`src/core_bus_pkg.sv`:
```
`default_nettype none

package core_bus_pkg;

    typedef logic [31:0]  word_t;
    typedef logic [31:0]  addr_t;
    typedef logic [127:0] line_t;   // Word 0 in the low bits
    typedef logic [3:0]   wstrb_t;
    typedef logic [1:0]   dmem_width_t;
    typedef logic [3:0]   csr_addr_t;

    localparam int LINE_WORDS = 4;
    localparam int LINE_IDX_W = $clog2(LINE_WORDS);

    // Access width codes
    localparam dmem_width_t WIDTH_BYTE = 2'd0;
    localparam dmem_width_t WIDTH_HALF = 2'd1;
    localparam dmem_width_t WIDTH_WORD = 2'd2;

    // Register map
    localparam csr_addr_t CSR_CTRL      = 4'h0;
    localparam csr_addr_t CSR_FETCH_CNT = 4'h4;
    localparam csr_addr_t CSR_DMEM_CNT  = 4'h8;
    localparam csr_addr_t CSR_LAST_LINE = 4'hC;

    localparam logic [1:0] AXI_RESP_OKAY = 2'b00;

    typedef struct packed {
        logic   cyc;
        logic   stb;
        logic   we;
        wstrb_t wstrb;
        addr_t  addr;
        word_t  wdata;
    } wb_req_t;

    typedef struct packed {
        logic  ack;
        word_t rdata;
    } wb_rsp_t;

    typedef struct packed {
        logic      awvalid;
        csr_addr_t awaddr;
        logic      wvalid;
        word_t     wdata;
        wstrb_t    wstrb;
        logic      bready;
        logic      arvalid;
        csr_addr_t araddr;
        logic      rready;
    } axil_req_t;

    typedef struct packed {
        logic       awready;
        logic       wready;
        logic       bvalid;
        logic [1:0] bresp;
        logic       arready;
        logic       rvalid;
        word_t      rdata;
        logic [1:0] rresp;
    } axil_rsp_t;

    typedef enum logic [1:0] {
        FETCH_IDLE = 2'd0,
        FETCH_REQ  = 2'd1,  // Wishbone cycle open
        FETCH_GAP  = 2'd2,  // cyc low between words
        FETCH_ASM  = 2'd3
    } fetch_state_t;

endpackage

`default_nettype wire
```
`src/core_bus_top.sv`:
```
`timescale 1ns/1ps
`default_nettype none

module core_bus_top (
    input  wire logic                      clk_core,
    input  wire logic                      rst_core,

    // Core instruction port
    input  wire logic                      imem_req_i,
    input  wire core_bus_pkg::addr_t       imem_addr_i,
    output core_bus_pkg::line_t            imem_line_o,
    output logic                           imem_resp_o,

    // Core data port
    input  wire logic                      dmem_req_i,
    input  wire logic                      dmem_we_i,
    input  wire core_bus_pkg::dmem_width_t dmem_width_i,
    input  wire core_bus_pkg::addr_t       dmem_addr_i,
    input  wire core_bus_pkg::word_t       dmem_wdata_i,
    output core_bus_pkg::word_t            dmem_rdata_o,
    output logic                           dmem_resp_o,

    output core_bus_pkg::wb_req_t          imem_wb_o,
    input  wire core_bus_pkg::wb_rsp_t     imem_wb_i,
    output core_bus_pkg::wb_req_t          dmem_wb_o,
    input  wire core_bus_pkg::wb_rsp_t     dmem_wb_i,

    input  wire core_bus_pkg::axil_req_t   axil_i,
    output core_bus_pkg::axil_rsp_t        axil_o
);

    import core_bus_pkg::*;

    logic  fetch_en;
    addr_t line_addr;

    line_fetch u_line_fetch (
        .clk_core    (clk_core),
        .rst_core    (rst_core),
        .fetch_en_i  (fetch_en),
        .imem_req_i  (imem_req_i),
        .imem_addr_i (imem_addr_i),
        .imem_line_o (imem_line_o),
        .imem_resp_o (imem_resp_o),
        .line_addr_o (line_addr),
        .wb_o        (imem_wb_o),
        .wb_i        (imem_wb_i)
    );

    dmem_bridge u_dmem_bridge (
        .clk_core     (clk_core),
        .rst_core     (rst_core),
        .dmem_req_i   (dmem_req_i),
        .dmem_we_i    (dmem_we_i),
        .dmem_width_i (dmem_width_i),
        .dmem_addr_i  (dmem_addr_i),
        .dmem_wdata_i (dmem_wdata_i),
        .dmem_rdata_o (dmem_rdata_o),
        .dmem_resp_o  (dmem_resp_o),
        .wb_o         (dmem_wb_o),
        .wb_i         (dmem_wb_i)
    );

    // Counts completions from both engines
    bus_csr u_bus_csr (
        .clk_core     (clk_core),
        .rst_core     (rst_core),
        .axil_i       (axil_i),
        .axil_o       (axil_o),
        .fetch_done_i (imem_resp_o),
        .line_addr_i  (line_addr),
        .dmem_done_i  (dmem_resp_o),
        .fetch_en_o   (fetch_en)
    );

endmodule

`default_nettype wire

```
`src/bus_csr.sv`:
```
`timescale 1ns/1ps
`default_nettype none

module bus_csr (
    input  wire logic                    clk_core,
    input  wire logic                    rst_core,
    input  wire core_bus_pkg::axil_req_t axil_i,
    output core_bus_pkg::axil_rsp_t      axil_o,
    input  wire logic                    fetch_done_i,
    input  wire core_bus_pkg::addr_t     line_addr_i,
    input  wire logic                    dmem_done_i,
    output logic                         fetch_en_o
);

    import core_bus_pkg::*;

    logic  wr_ready_q;
    logic  bvalid_q;
    logic  rd_ready_q;
    logic  rvalid_q;
    word_t rdata_q;
    logic  fetch_en_q;
    word_t fetch_cnt;
    word_t dmem_cnt;
    addr_t last_line;
    logic  wr_hs;
    logic  rd_hs;
    word_t rd_mux;

    // Valids are held by the master, so a registered ready completes them
    assign wr_hs = wr_ready_q && axil_i.awvalid && axil_i.wvalid;
    assign rd_hs = rd_ready_q && axil_i.arvalid;

    always_ff @(posedge clk_core) begin
        if (rst_core) begin
            wr_ready_q <= 1'b0;
            bvalid_q   <= 1'b0;
            rd_ready_q <= 1'b0;
            rvalid_q   <= 1'b0;
        end else begin
            wr_ready_q <= axil_i.awvalid && axil_i.wvalid && !wr_ready_q && !bvalid_q;
            if (wr_hs) begin
                bvalid_q <= 1'b1;
            end else if (axil_i.bready) begin
                bvalid_q <= 1'b0;
            end
            rd_ready_q <= axil_i.arvalid && !rd_ready_q && !rvalid_q;
            if (rd_hs) begin
                rvalid_q <= 1'b1;
            end else if (axil_i.rready) begin
                rvalid_q <= 1'b0;
            end
        end
    end

    // Register file, clear wins over count
    always_ff @(posedge clk_core) begin
        if (rst_core) begin
            fetch_en_q <= 1'b1;
            fetch_cnt  <= '0;
            dmem_cnt   <= '0;
            last_line  <= '0;
        end else begin
            if (wr_hs && axil_i.awaddr == CSR_CTRL && axil_i.wstrb[0]) begin
                fetch_en_q <= axil_i.wdata[0];
            end
            if (wr_hs && axil_i.awaddr == CSR_FETCH_CNT) begin
                fetch_cnt <= '0;
            end else if (fetch_done_i) begin
                fetch_cnt <= fetch_cnt + 1'b1;
            end
            if (wr_hs && axil_i.awaddr == CSR_DMEM_CNT) begin
                dmem_cnt <= '0;
            end else if (dmem_done_i) begin
                dmem_cnt <= dmem_cnt + 1'b1;
            end
            if (fetch_done_i) begin
                last_line <= line_addr_i;
            end
        end
    end

    always_comb begin
        case (axil_i.araddr)
            CSR_CTRL:      rd_mux = {31'd0, fetch_en_q};
            CSR_FETCH_CNT: rd_mux = fetch_cnt;
            CSR_DMEM_CNT:  rd_mux = dmem_cnt;
            CSR_LAST_LINE: rd_mux = last_line;
            default:       rd_mux = '0;   // Unmapped
        endcase
    end

    always_ff @(posedge clk_core) begin
        if (rd_hs) begin
            rdata_q <= rd_mux;
        end
    end

    always_comb begin
        axil_o.awready = wr_ready_q;
        axil_o.wready  = wr_ready_q;
        axil_o.bvalid  = bvalid_q;
        axil_o.bresp   = AXI_RESP_OKAY;
        axil_o.arready = rd_ready_q;
        axil_o.rvalid  = rvalid_q;
        axil_o.rdata   = rdata_q;
        axil_o.rresp   = AXI_RESP_OKAY;
    end

    assign fetch_en_o = fetch_en_q;

    a_b_hold: assert property (@(posedge clk_core) disable iff (rst_core)
        (axil_o.bvalid && !axil_i.bready) |=> axil_o.bvalid);

    a_r_hold: assert property (@(posedge clk_core) disable iff (rst_core)
        (axil_o.rvalid && !axil_i.rready) |=> (axil_o.rvalid && $stable(axil_o.rdata)));

endmodule

`default_nettype wire

```
`src/dmem_bridge.sv`:
```
`timescale 1ns/1ps
`default_nettype none

module dmem_bridge (
    input  wire logic                      clk_core,
    input  wire logic                      rst_core,
    input  wire logic                      dmem_req_i,
    input  wire logic                      dmem_we_i,
    input  wire core_bus_pkg::dmem_width_t dmem_width_i,
    input  wire core_bus_pkg::addr_t       dmem_addr_i,
    input  wire core_bus_pkg::word_t       dmem_wdata_i,
    output core_bus_pkg::word_t            dmem_rdata_o,
    output logic                           dmem_resp_o,
    output core_bus_pkg::wb_req_t          wb_o,
    input  wire core_bus_pkg::wb_rsp_t     wb_i
);

    import core_bus_pkg::*;

    logic   busy_q;
    logic   resp_q;
    logic   we_q;
    addr_t  addr_q;
    wstrb_t strb_q;
    word_t  wdata_q;
    word_t  rdata_q;
    wstrb_t strb_d;
    word_t  wdata_d;
    logic   accept;

    assign accept = dmem_req_i && !busy_q;

    // Lane select and data replication
    always_comb begin
        case (dmem_width_i)
            WIDTH_BYTE: begin
                strb_d  = wstrb_t'(4'b0001 << dmem_addr_i[1:0]);
                wdata_d = {4{dmem_wdata_i[7:0]}};
            end
            WIDTH_HALF: begin
                strb_d  = dmem_addr_i[1] ? 4'b1100 : 4'b0011;
                wdata_d = {2{dmem_wdata_i[15:0]}};
            end
            default: begin
                strb_d  = 4'b1111;
                wdata_d = dmem_wdata_i;
            end
        endcase
    end

    always_ff @(posedge clk_core) begin
        if (rst_core) begin
            busy_q <= 1'b0;
            resp_q <= 1'b0;
        end else begin
            resp_q <= busy_q && wb_i.ack;
            if (accept) begin
                busy_q <= 1'b1;
            end else if (wb_i.ack) begin
                busy_q <= 1'b0;
            end
        end
    end

    always_ff @(posedge clk_core) begin
        if (accept) begin
            we_q    <= dmem_we_i;
            addr_q  <= {dmem_addr_i[31:2], 2'b00};   // Word aligned
            strb_q  <= strb_d;
            wdata_q <= wdata_d;
        end
        if (busy_q && wb_i.ack) begin
            rdata_q <= wb_i.rdata;
        end
    end

    always_comb begin
        wb_o.cyc   = busy_q;
        wb_o.stb   = busy_q;
        wb_o.we    = we_q;
        wb_o.wstrb = strb_q;
        wb_o.addr  = addr_q;
        wb_o.wdata = wdata_q;
    end

    assign dmem_rdata_o = rdata_q;
    assign dmem_resp_o  = resp_q;

    a_width_legal: assert property (@(posedge clk_core) disable iff (rst_core)
        accept |-> (dmem_width_i != 2'd3));

endmodule

`default_nettype wire

```
`src/line_fetch.sv`:
```
`timescale 1ns/1ps
`default_nettype none

module line_fetch (
    input  wire logic                 clk_core,
    input  wire logic                 rst_core,
    input  wire logic                 fetch_en_i,
    input  wire logic                 imem_req_i,
    input  wire core_bus_pkg::addr_t  imem_addr_i,
    output core_bus_pkg::line_t       imem_line_o,
    output logic                      imem_resp_o,
    output core_bus_pkg::addr_t       line_addr_o,
    output core_bus_pkg::wb_req_t     wb_o,
    input  wire core_bus_pkg::wb_rsp_t wb_i
);

    import core_bus_pkg::*;

    fetch_state_t          state;
    logic [LINE_IDX_W-1:0] word_idx;
    addr_t                 base_addr;
    line_t                 line_buf;
    line_t                 line_q;
    logic                  resp_q;
    logic                  accept;
    logic                  word_ack;
    logic                  last_word;

    assign accept    = (state == FETCH_IDLE) && imem_req_i && fetch_en_i;
    assign word_ack  = (state == FETCH_REQ) && wb_i.ack;
    assign last_word = (word_idx == LINE_IDX_W'(LINE_WORDS - 1));

    always_ff @(posedge clk_core) begin
        if (rst_core) begin
            state    <= FETCH_IDLE;
            word_idx <= '0;
            resp_q   <= 1'b0;
        end else begin
            resp_q <= (state == FETCH_ASM);   // Pulse follows assembly
            case (state)
                FETCH_IDLE: begin
                    if (accept) begin
                        word_idx <= '0;
                        state    <= FETCH_REQ;
                    end
                end
                FETCH_REQ: begin
                    if (wb_i.ack) begin
                        word_idx <= word_idx + 1'b1;
                        state    <= last_word ? FETCH_ASM : FETCH_GAP;
                    end
                end
                FETCH_GAP: state <= FETCH_REQ;
                FETCH_ASM: state <= FETCH_IDLE;
                default:   state <= FETCH_IDLE;
            endcase
        end
    end

    // Address and line data
    always_ff @(posedge clk_core) begin
        if (accept) begin
            base_addr <= imem_addr_i;
        end
        if (word_ack) begin
            line_buf[word_idx*32 +: 32] <= wb_i.rdata;
        end
        if (state == FETCH_ASM) begin
            line_q <= line_buf;   // Output stays stable through the next fill
        end
    end

    always_comb begin
        wb_o       = '0;
        wb_o.cyc   = (state == FETCH_REQ);
        wb_o.stb   = (state == FETCH_REQ);
        wb_o.we    = 1'b0;
        wb_o.wstrb = '1;
        wb_o.addr  = base_addr + addr_t'({word_idx, 2'b00});
    end

    assign imem_line_o = line_q;
    assign imem_resp_o = resp_q;
    assign line_addr_o = base_addr;

    // Request must not move while the slave is still working on it
    a_wb_hold: assert property (@(posedge clk_core) disable iff (rst_core)
        (wb_o.cyc && !wb_i.ack) |=> (wb_o.cyc && $stable(wb_o)));

    a_resp_pulse: assert property (@(posedge clk_core) disable iff (rst_core)
        imem_resp_o |=> !imem_resp_o);

endmodule

`default_nettype wire

```
`config.mk`:
```
export PLATFORM = sky130hd
export DESIGN_NAME = core_bus_top
export DESIGN_NICKNAME = d
export VERILOG_FILES = /design/src/core_bus_pkg.sv /design/src/core_bus_top.sv /design/src/bus_csr.sv /design/src/dmem_bridge.sv /design/src/line_fetch.sv
export SDC_FILE = /design/constraint.sdc
export NUM_CORES = 1
export LEC_CHECK = 0
export ABC_AREA = 0
export BUFFER_PORTS_ARGS = -buffer_cell sky130_fd_sc_hd__buf_2
export CAP_MARGIN = 20
export CORE_MARGIN = 8
export CORE_UTILIZATION = 40
export DETAILED_ROUTE_END_ITERATION = 7
export HOLD_SLACK_MARGIN = 0.15
export SETUP_SLACK_MARGIN = 0.05
export SYNTH_ARGS = -nofsm -noshare
export SYNTH_HDL_FRONTEND = slang
export SYNTH_SLANG_ARGS = --single-unit
```
`constraint.sdc`:
```
create_clock -name clk_core -period 7.2 [get_ports clk_core]
set_clock_uncertainty 0.15 [all_clocks]
set_input_delay 1.44 -clock clk_core [delete_from_list [all_inputs] [get_ports clk_core]]
set_output_delay 1.44 -clock clk_core [all_outputs]
set_load 0.1 [all_outputs]
```
### Word level (Yosys, flattened, before mapping)

Index checks and enable logic that the tools add are counted.

| operators by class | value |
|---|---|
| bitwise logic cells | 0 |
| shifts and indexed selects | 3 |
| add/subtract/negate cells | 5 |
| multiply operators | 0 |
| $lt $le $gt $ge | 0 |
| equal/unequal tests | 12 |
| muxes and demuxes | 18 |
| reduce and logical (&&, ||, !) cells | 34 |
| div/mod/pow operators | 0 |

Operators by type and width:

| operator | number |
|---|---|
| bitwise mux 128 bit | 1 |
| one-hot mux 32 bit (4 select lines) | 1 |
| variable shift 32 x 34 -> 128 bit (first input constant) | 1 |
| indexed part select 32 x 34 -> 128 bit | 1 |
| adder 32 x 1 -> 32 bit (second input constant) | 2 |
| one-hot mux 32 bit (2 select lines) | 1 |
| negation 7 -> 34 bit | 1 |
| adder 32 x 4 -> 32 bit | 1 |
| logical AND 1 bit | 17 |
| == test 4 bit (second input constant) | 3 |
| == test 4 x 3 -> 1 bit (second input constant) | 2 |
| zero test 4 bit | 2 |
| 2-to-1 mux 2 bit | 4 |
| one-hot mux 2 bit (4 select lines) | 1 |
| one-hot mux 4 bit (2 select lines) | 1 |
| nonzero test 2 bit | 4 |
| 2-to-1 mux 1 bit | 7 |
| == test 2 bit (second input constant) | 3 |
| zero test 1 bit | 5 |
| == test 2 x 1 -> 1 bit (second input constant) | 2 |
| zero test 2 bit | 2 |
| 2-to-1 mux 4 bit | 1 |
| != test 2 x 1 -> 1 bit (second input constant) | 2 |
| one-hot mux 2 bit (2 select lines) | 1 |
| other kinds (5) | 6 |

| word-level totals | value |
|---|---|
| register bits after elaboration | 527 |
| memories kept | 0 |
| ROM bits | 0 |
| input bits | 218 |
| latch bits | 0 |
| output and inout port bits | 345 |
| bits in writable memories | 0 |

### Depth between registers and ports, before layout

| logic depth | value |
|---|---|
| word-level depth | 5 |
| gate-level depth with buffers | 8 |
| depth with buffers taken out | 7 |

### Cells and area by module

A second synthesis with hierarchy kept.

| unflattened totals | value |
|---|---|
| cell total of the unflattened synthesis | 1,413 |
| area total of the unflattened synthesis | 20,596.0 µm² |

By module, submodules not included:

| module | times used | cells an instance | area each (µm²) | seq. area each (µm²) |
|---|---|---|---|---|
| line_fetch | 1 | 595 | 10,760.3 | 8,748.4 |
| bus_csr | 1 | 654 | 6,274.8 | 2,982.9 |
| dmem_bridge | 1 | 164 | 3,560.9 | 3,012.9 |

### Worst setup path before layout

No wires, ideal clock.

| timing path | value |
|---|---|
| kind | input to register |
| start point | input port imem_req_i |
| end point | register u_line_fetch.base_addr[0], in the netlist u_line_fetch.line_addr_o[0], enable pin |
| library setup time | 513 ps |
| data required time | 6,537 ps |
| arrival time | 4,791 ps |
| cell stages on the path | 1 |
| slack | 1,747 ps |
| path through | nor4bb_1 |

| on the way | value |
|---|---|
| cells in the longest elaborated chain, start to end | 2 |

Ends and longest elaborated chain:

| what | line | text |
|---|---|---|
| start, declared | core_bus_top.sv:9 | `input wire logic imem_req_i,` |
| logical AND 1 bit (2 in a row) | line_fetch.sv:29 | `assign accept = (state == FETCH_IDLE) && imem_req_i && fetch_en_i;` |
| end signal, assigned | line_fetch.sv:63 | `base_addr <= imem_addr_i;` |
| end, declared | line_fetch.sv:21 | `addr_t base_addr;` |

Every way passes these cells.
A chain may end at the register's enable or synchronous reset.

==> results list <==
- Worst EP arrival: 3.51 ns
* CTS tree: yes
* Maximum vdd drop: 194 uV
- Number of setup violations in the final report: 0
- Via count of the first global-routing pass: 12.9k
* Cell taking the most area after synthesis: sky130_fd_sc_hd__edfxtp_1
- At the later pin of the worst-skew pair, clock insertion delay measures 0.63 ns.
- Drt total wl: 55100 um
* Async S/R FF share, synth: 0%
- After detailed routing, the number of vias per cell comes to 4.92.
* Number of nets still failing antenna checks after routing: 0
- Commonest register cell after synthesis: sky130_fd_sc_hd__edfxtp_1
- Cell area after synthesis: 0.0204 mm2
- The final number of max-transition violations was 0.
* Hold-fix buffers at CTS: 0
* Layout-stage area growth over the synthesis result: 22.8%
- The HPWL after detailed placement is 39900 um.
- Buffer cell driving the clock tree root: sky130_fd_sc_hd__clkbuf_16
* Overflow left after global routing: 0
- Worst hold path cell count: 0
- In the finished design, the share of the clock period the worst path needs comes to 70.8%.
* Netlist cell types: 51
- Number of antenna violations at the first check in global routing: 8
- Detail-routed net length per standard cell: 21.1 um
- Total vias in the final route: 12.9k
* Main area contributors after synthesis: sky130_fd_sc_hd__edfxtp_1 62%, sky130_fd_sc_hd__dfxtp_1 11%, sky130_fd_sc_hd__and2_1 4.3%, sky130_fd_sc_hd__mux2_2 2.4%, sky130_fd_sc_hd__mux2i_1 2.2%
- The first detailed-routing pass ran for 8 iterations.
* Startpoint kind of the worst setup timing path: register
- In this run the power density over the cells is 273 mW/mm2.
- After synthesis, the largest area contributor takes up 61.5% of total cell area.
- Mean cell area of the mapped netlist: 14.5 um2
* Total negative slack: 0 ns
* Status: completed
- Of the cells placed in the final design, the portion with a size suffix greater than 1 is 32.8%.
- Of the post-synthesis cell area, the part taken by muxes is 4.68%.
- Die height: 242 um
- Clock tree synthesis found a total of 527 sinks.
- Buffers inserted during clock tree synthesis total 55.
* Leading cell type in the layout, fill and taps excluded: sky130_fd_sc_hd__buf_2
- In this run, post-CTS repair resized a total of 0 instances.
* Critical Setup Path Class: reg2out
* Simple-gate portion of the synthesized area: 12.6%
* Leak pwr: 9.20 nW
- The first global-routing pass estimated 81800 um of wire.
- After synthesis, flip-flops and latches occupy 72.1% of the total area.
- IO Port Bufs: 485
- Synth Area in Adders: 0.710%
- Pin count of the biggest net entering global routing: 68
* Total power: 6.86 mW
- Core Footprint: 0.0509 mm2
- The initialized floorplan defines 83 standard-cell rows.
- Initial detailed-routing violation count: 866
- Post-synth EDFFs: 419
- Relative slew margins: 30.3%
* Hold crit path type: reg2reg
- The tool flagged a number of max-cap violations equal to 0.
- Worst-case reg-to-reg path depth: 4
* GP Congestion: 0.810
- All-Layer GR Usage: 18.0%
* Endpoints failing hold: 0
- Subtracting the final worst setup slack from the clock period gives 5.10 ns.
- Yosys synthesis warning count: 0
* Area share of xor/xnor cells in the synthesized design: 2.18%
* Die extent in x: 242 um
- Derived from the worst setup path, the maximum achievable clock frequency is 196 MHz.
- Post-detailed-route DRC marker count: 0
* Data required time at the worst endpoint: 5.61 ns
- Summing the areas of all compound-gate instances in the mapped netlist gives 4.07% of the synthesized area.
- After technology mapping, the gate count stands at 1413.
* Clk slew on worst S/H paths: 0.06 ns
* RSZ-0062 raised after global routing: no
- Along the worst path, the maximum fanout reaches 11.
- In the layout the commonest cells are 485 x sky130_fd_sc_hd__buf_2, 419 x sky130_fd_sc_hd__edfxtp_1, 136 x sky130_fd_sc_hd__and2_1, 107 x sky130_fd_sc_hd__dfxtp_1, 104 x sky130_fd_sc_hd__nor2_1.
- The clock passes through at most 3 buffers.
* Transition time at the pin with the least slew margin: 1.04 ns
- Once the floorplan was initialized, standard cells occupied 40.2% of the core.
- The worst setup path is captured at an output pin.
* Htree depth: 2
* Die Outline Area: 0.0586 mm2
* Number of flip-flops and latches in the synthesized netlist: 527
* Number of nets in the layout: 2119
- Post-CTS setup repair buffer count: 0
* Num ports: 563
- After synthesis, the largest family of logic cells by area is simple AND/OR/NAND/NOR gates.
[area by class of cell]
cell class / count / area [um2]
Fill cell: 4434 / 25800
Antenna cell: 5 / 12.5
Multi-Input combinational cell: 788 / 5170
Sequential cell: 527 / 14700
Tap cell: 680 / 851
Inverter: 20 / 75.1
Clock inverter: 27 / 270
Clock buffer: 72 / 1450
Timing Repair Buffer: 498 / 2520
[state kept, by name (all words and copies together) (netlist names), 2 cells and up]
name and cells:
u_bus_csr.rdata_q 32, u_bus_csr.dmem_cnt 32, u_dmem_bridge.dmem_rdata_o 32, u_line_fetch.imem_line_o 128
u_line_fetch.line_addr_o 32, u_line_fetch.line_buf 128, u_line_fetch.state 2, u_bus_csr.last_line 32
u_bus_csr.fetch_cnt 32, u_line_fetch.word_idx 2, u_dmem_bridge.addr_q 30, u_dmem_bridge.strb_q 4
u_dmem_bridge.wdata_q 32
[report_power, final]
part / switching, mW / total (mW) / internal [mW]
clock: 1.17 / 2.70 / 1.54
sequential: 0.0360 / 3.39 / 3.35
combinational: 0.649 / 0.766 / 0.118
[metal layers]
metal | share of wire, % | global-route usage (%)
met1 | 41 | 21.8
met5 | 0.10 | 0
met4 | 2.8 | 5.29
met3 | 5.9 | 4.64
met2 | 51 | 31.5
[synthesized netlist by cell type (24+ instances only)]
library cell / number
sky130_fd_sc_hd__edfxtp_1: 419
sky130_fd_sc_hd__and2_1: 139
sky130_fd_sc_hd__dfxtp_1: 108
sky130_fd_sc_hd__nor2_1: 104
sky130_fd_sc_hd__buf_4: 54
sky130_fd_sc_hd__clkbuf_1: 53
sky130_fd_sc_hd__mux2i_1: 45
sky130_fd_sc_hd__nand2_1: 44
sky130_fd_sc_hd__mux2_2: 43
sky130_fd_sc_hd__a21oi_1: 38
sky130_fd_sc_hd__nand4_1: 34
sky130_fd_sc_hd__a22oi_1: 32
sky130_fd_sc_hd__nand3_1: 31
sky130_fd_sc_hd__xnor2_1: 30
sky130_fd_sc_hd__o21ai_0: 24
sky130_fd_sc_hd__or4_1: 24
[cell families after synthesis]
logic type | count (synthesis)
buffers and inverters | 139
adder cells (fa/ha/maj) | 11
XOR/XNOR | 51
AO/OA/AOI/OAI | 131
other | 2
flip-flops | 527
multiplexers | 89
AND/OR/NAND/NOR | 463
[through the flow]
step / utilization, % / std cells / hold WS, ns / area [um2] / setup slack [ns]
final: 49.3 / 2617 / 0.223 / 25100 / 2.10
after global routing: 49.3 / 2613 / 0.225 / 25100 / 1.80
after CTS: 49.3 / 2612 / 0.217 / 25100 / 2.03
after detailed placement: 45.9 / 2513 / 0.255 / 23400 / 2.74
after global placement: 45.9 / 2513 / 0.251 / 23400 / 2.72
after floorplan: - / 1454 / 0.250 / 20600 / 1.75
[path summary, 6_finish.rpt]
check / startpoint / to / slack, ns
min: u_line_fetch.line_buf[62] / u_line_fetch.imem_line_o[62] / 0.22
max reg2reg: u_bus_csr.dmem_cnt[2] / u_bus_csr.dmem_cnt[28] / 4.47
max: u_line_fetch.word_idx[0] / imem_wb_o[52] / 2.10
min reg2reg: u_line_fetch.line_buf[62] / u_line_fetch.imem_line_o[62] / 0.22
[critical path: stages, from the launching register on]
cell	delay [ns]
sky130_fd_sc_hd__dfxtp_1	0.48
sky130_fd_sc_hd__ha_1	0.23
sky130_fd_sc_hd__inv_1	0.05
sky130_fd_sc_hd__fa_1	0.42
sky130_fd_sc_hd__and4b_1	0.30
sky130_fd_sc_hd__nand2b_1	0.28
sky130_fd_sc_hd__nor4_1	0.44
sky130_fd_sc_hd__xor2_1	0.21
sky130_fd_sc_hd__buf_2	0.46
No activity file was read; power rests on OpenSTA's default activity.
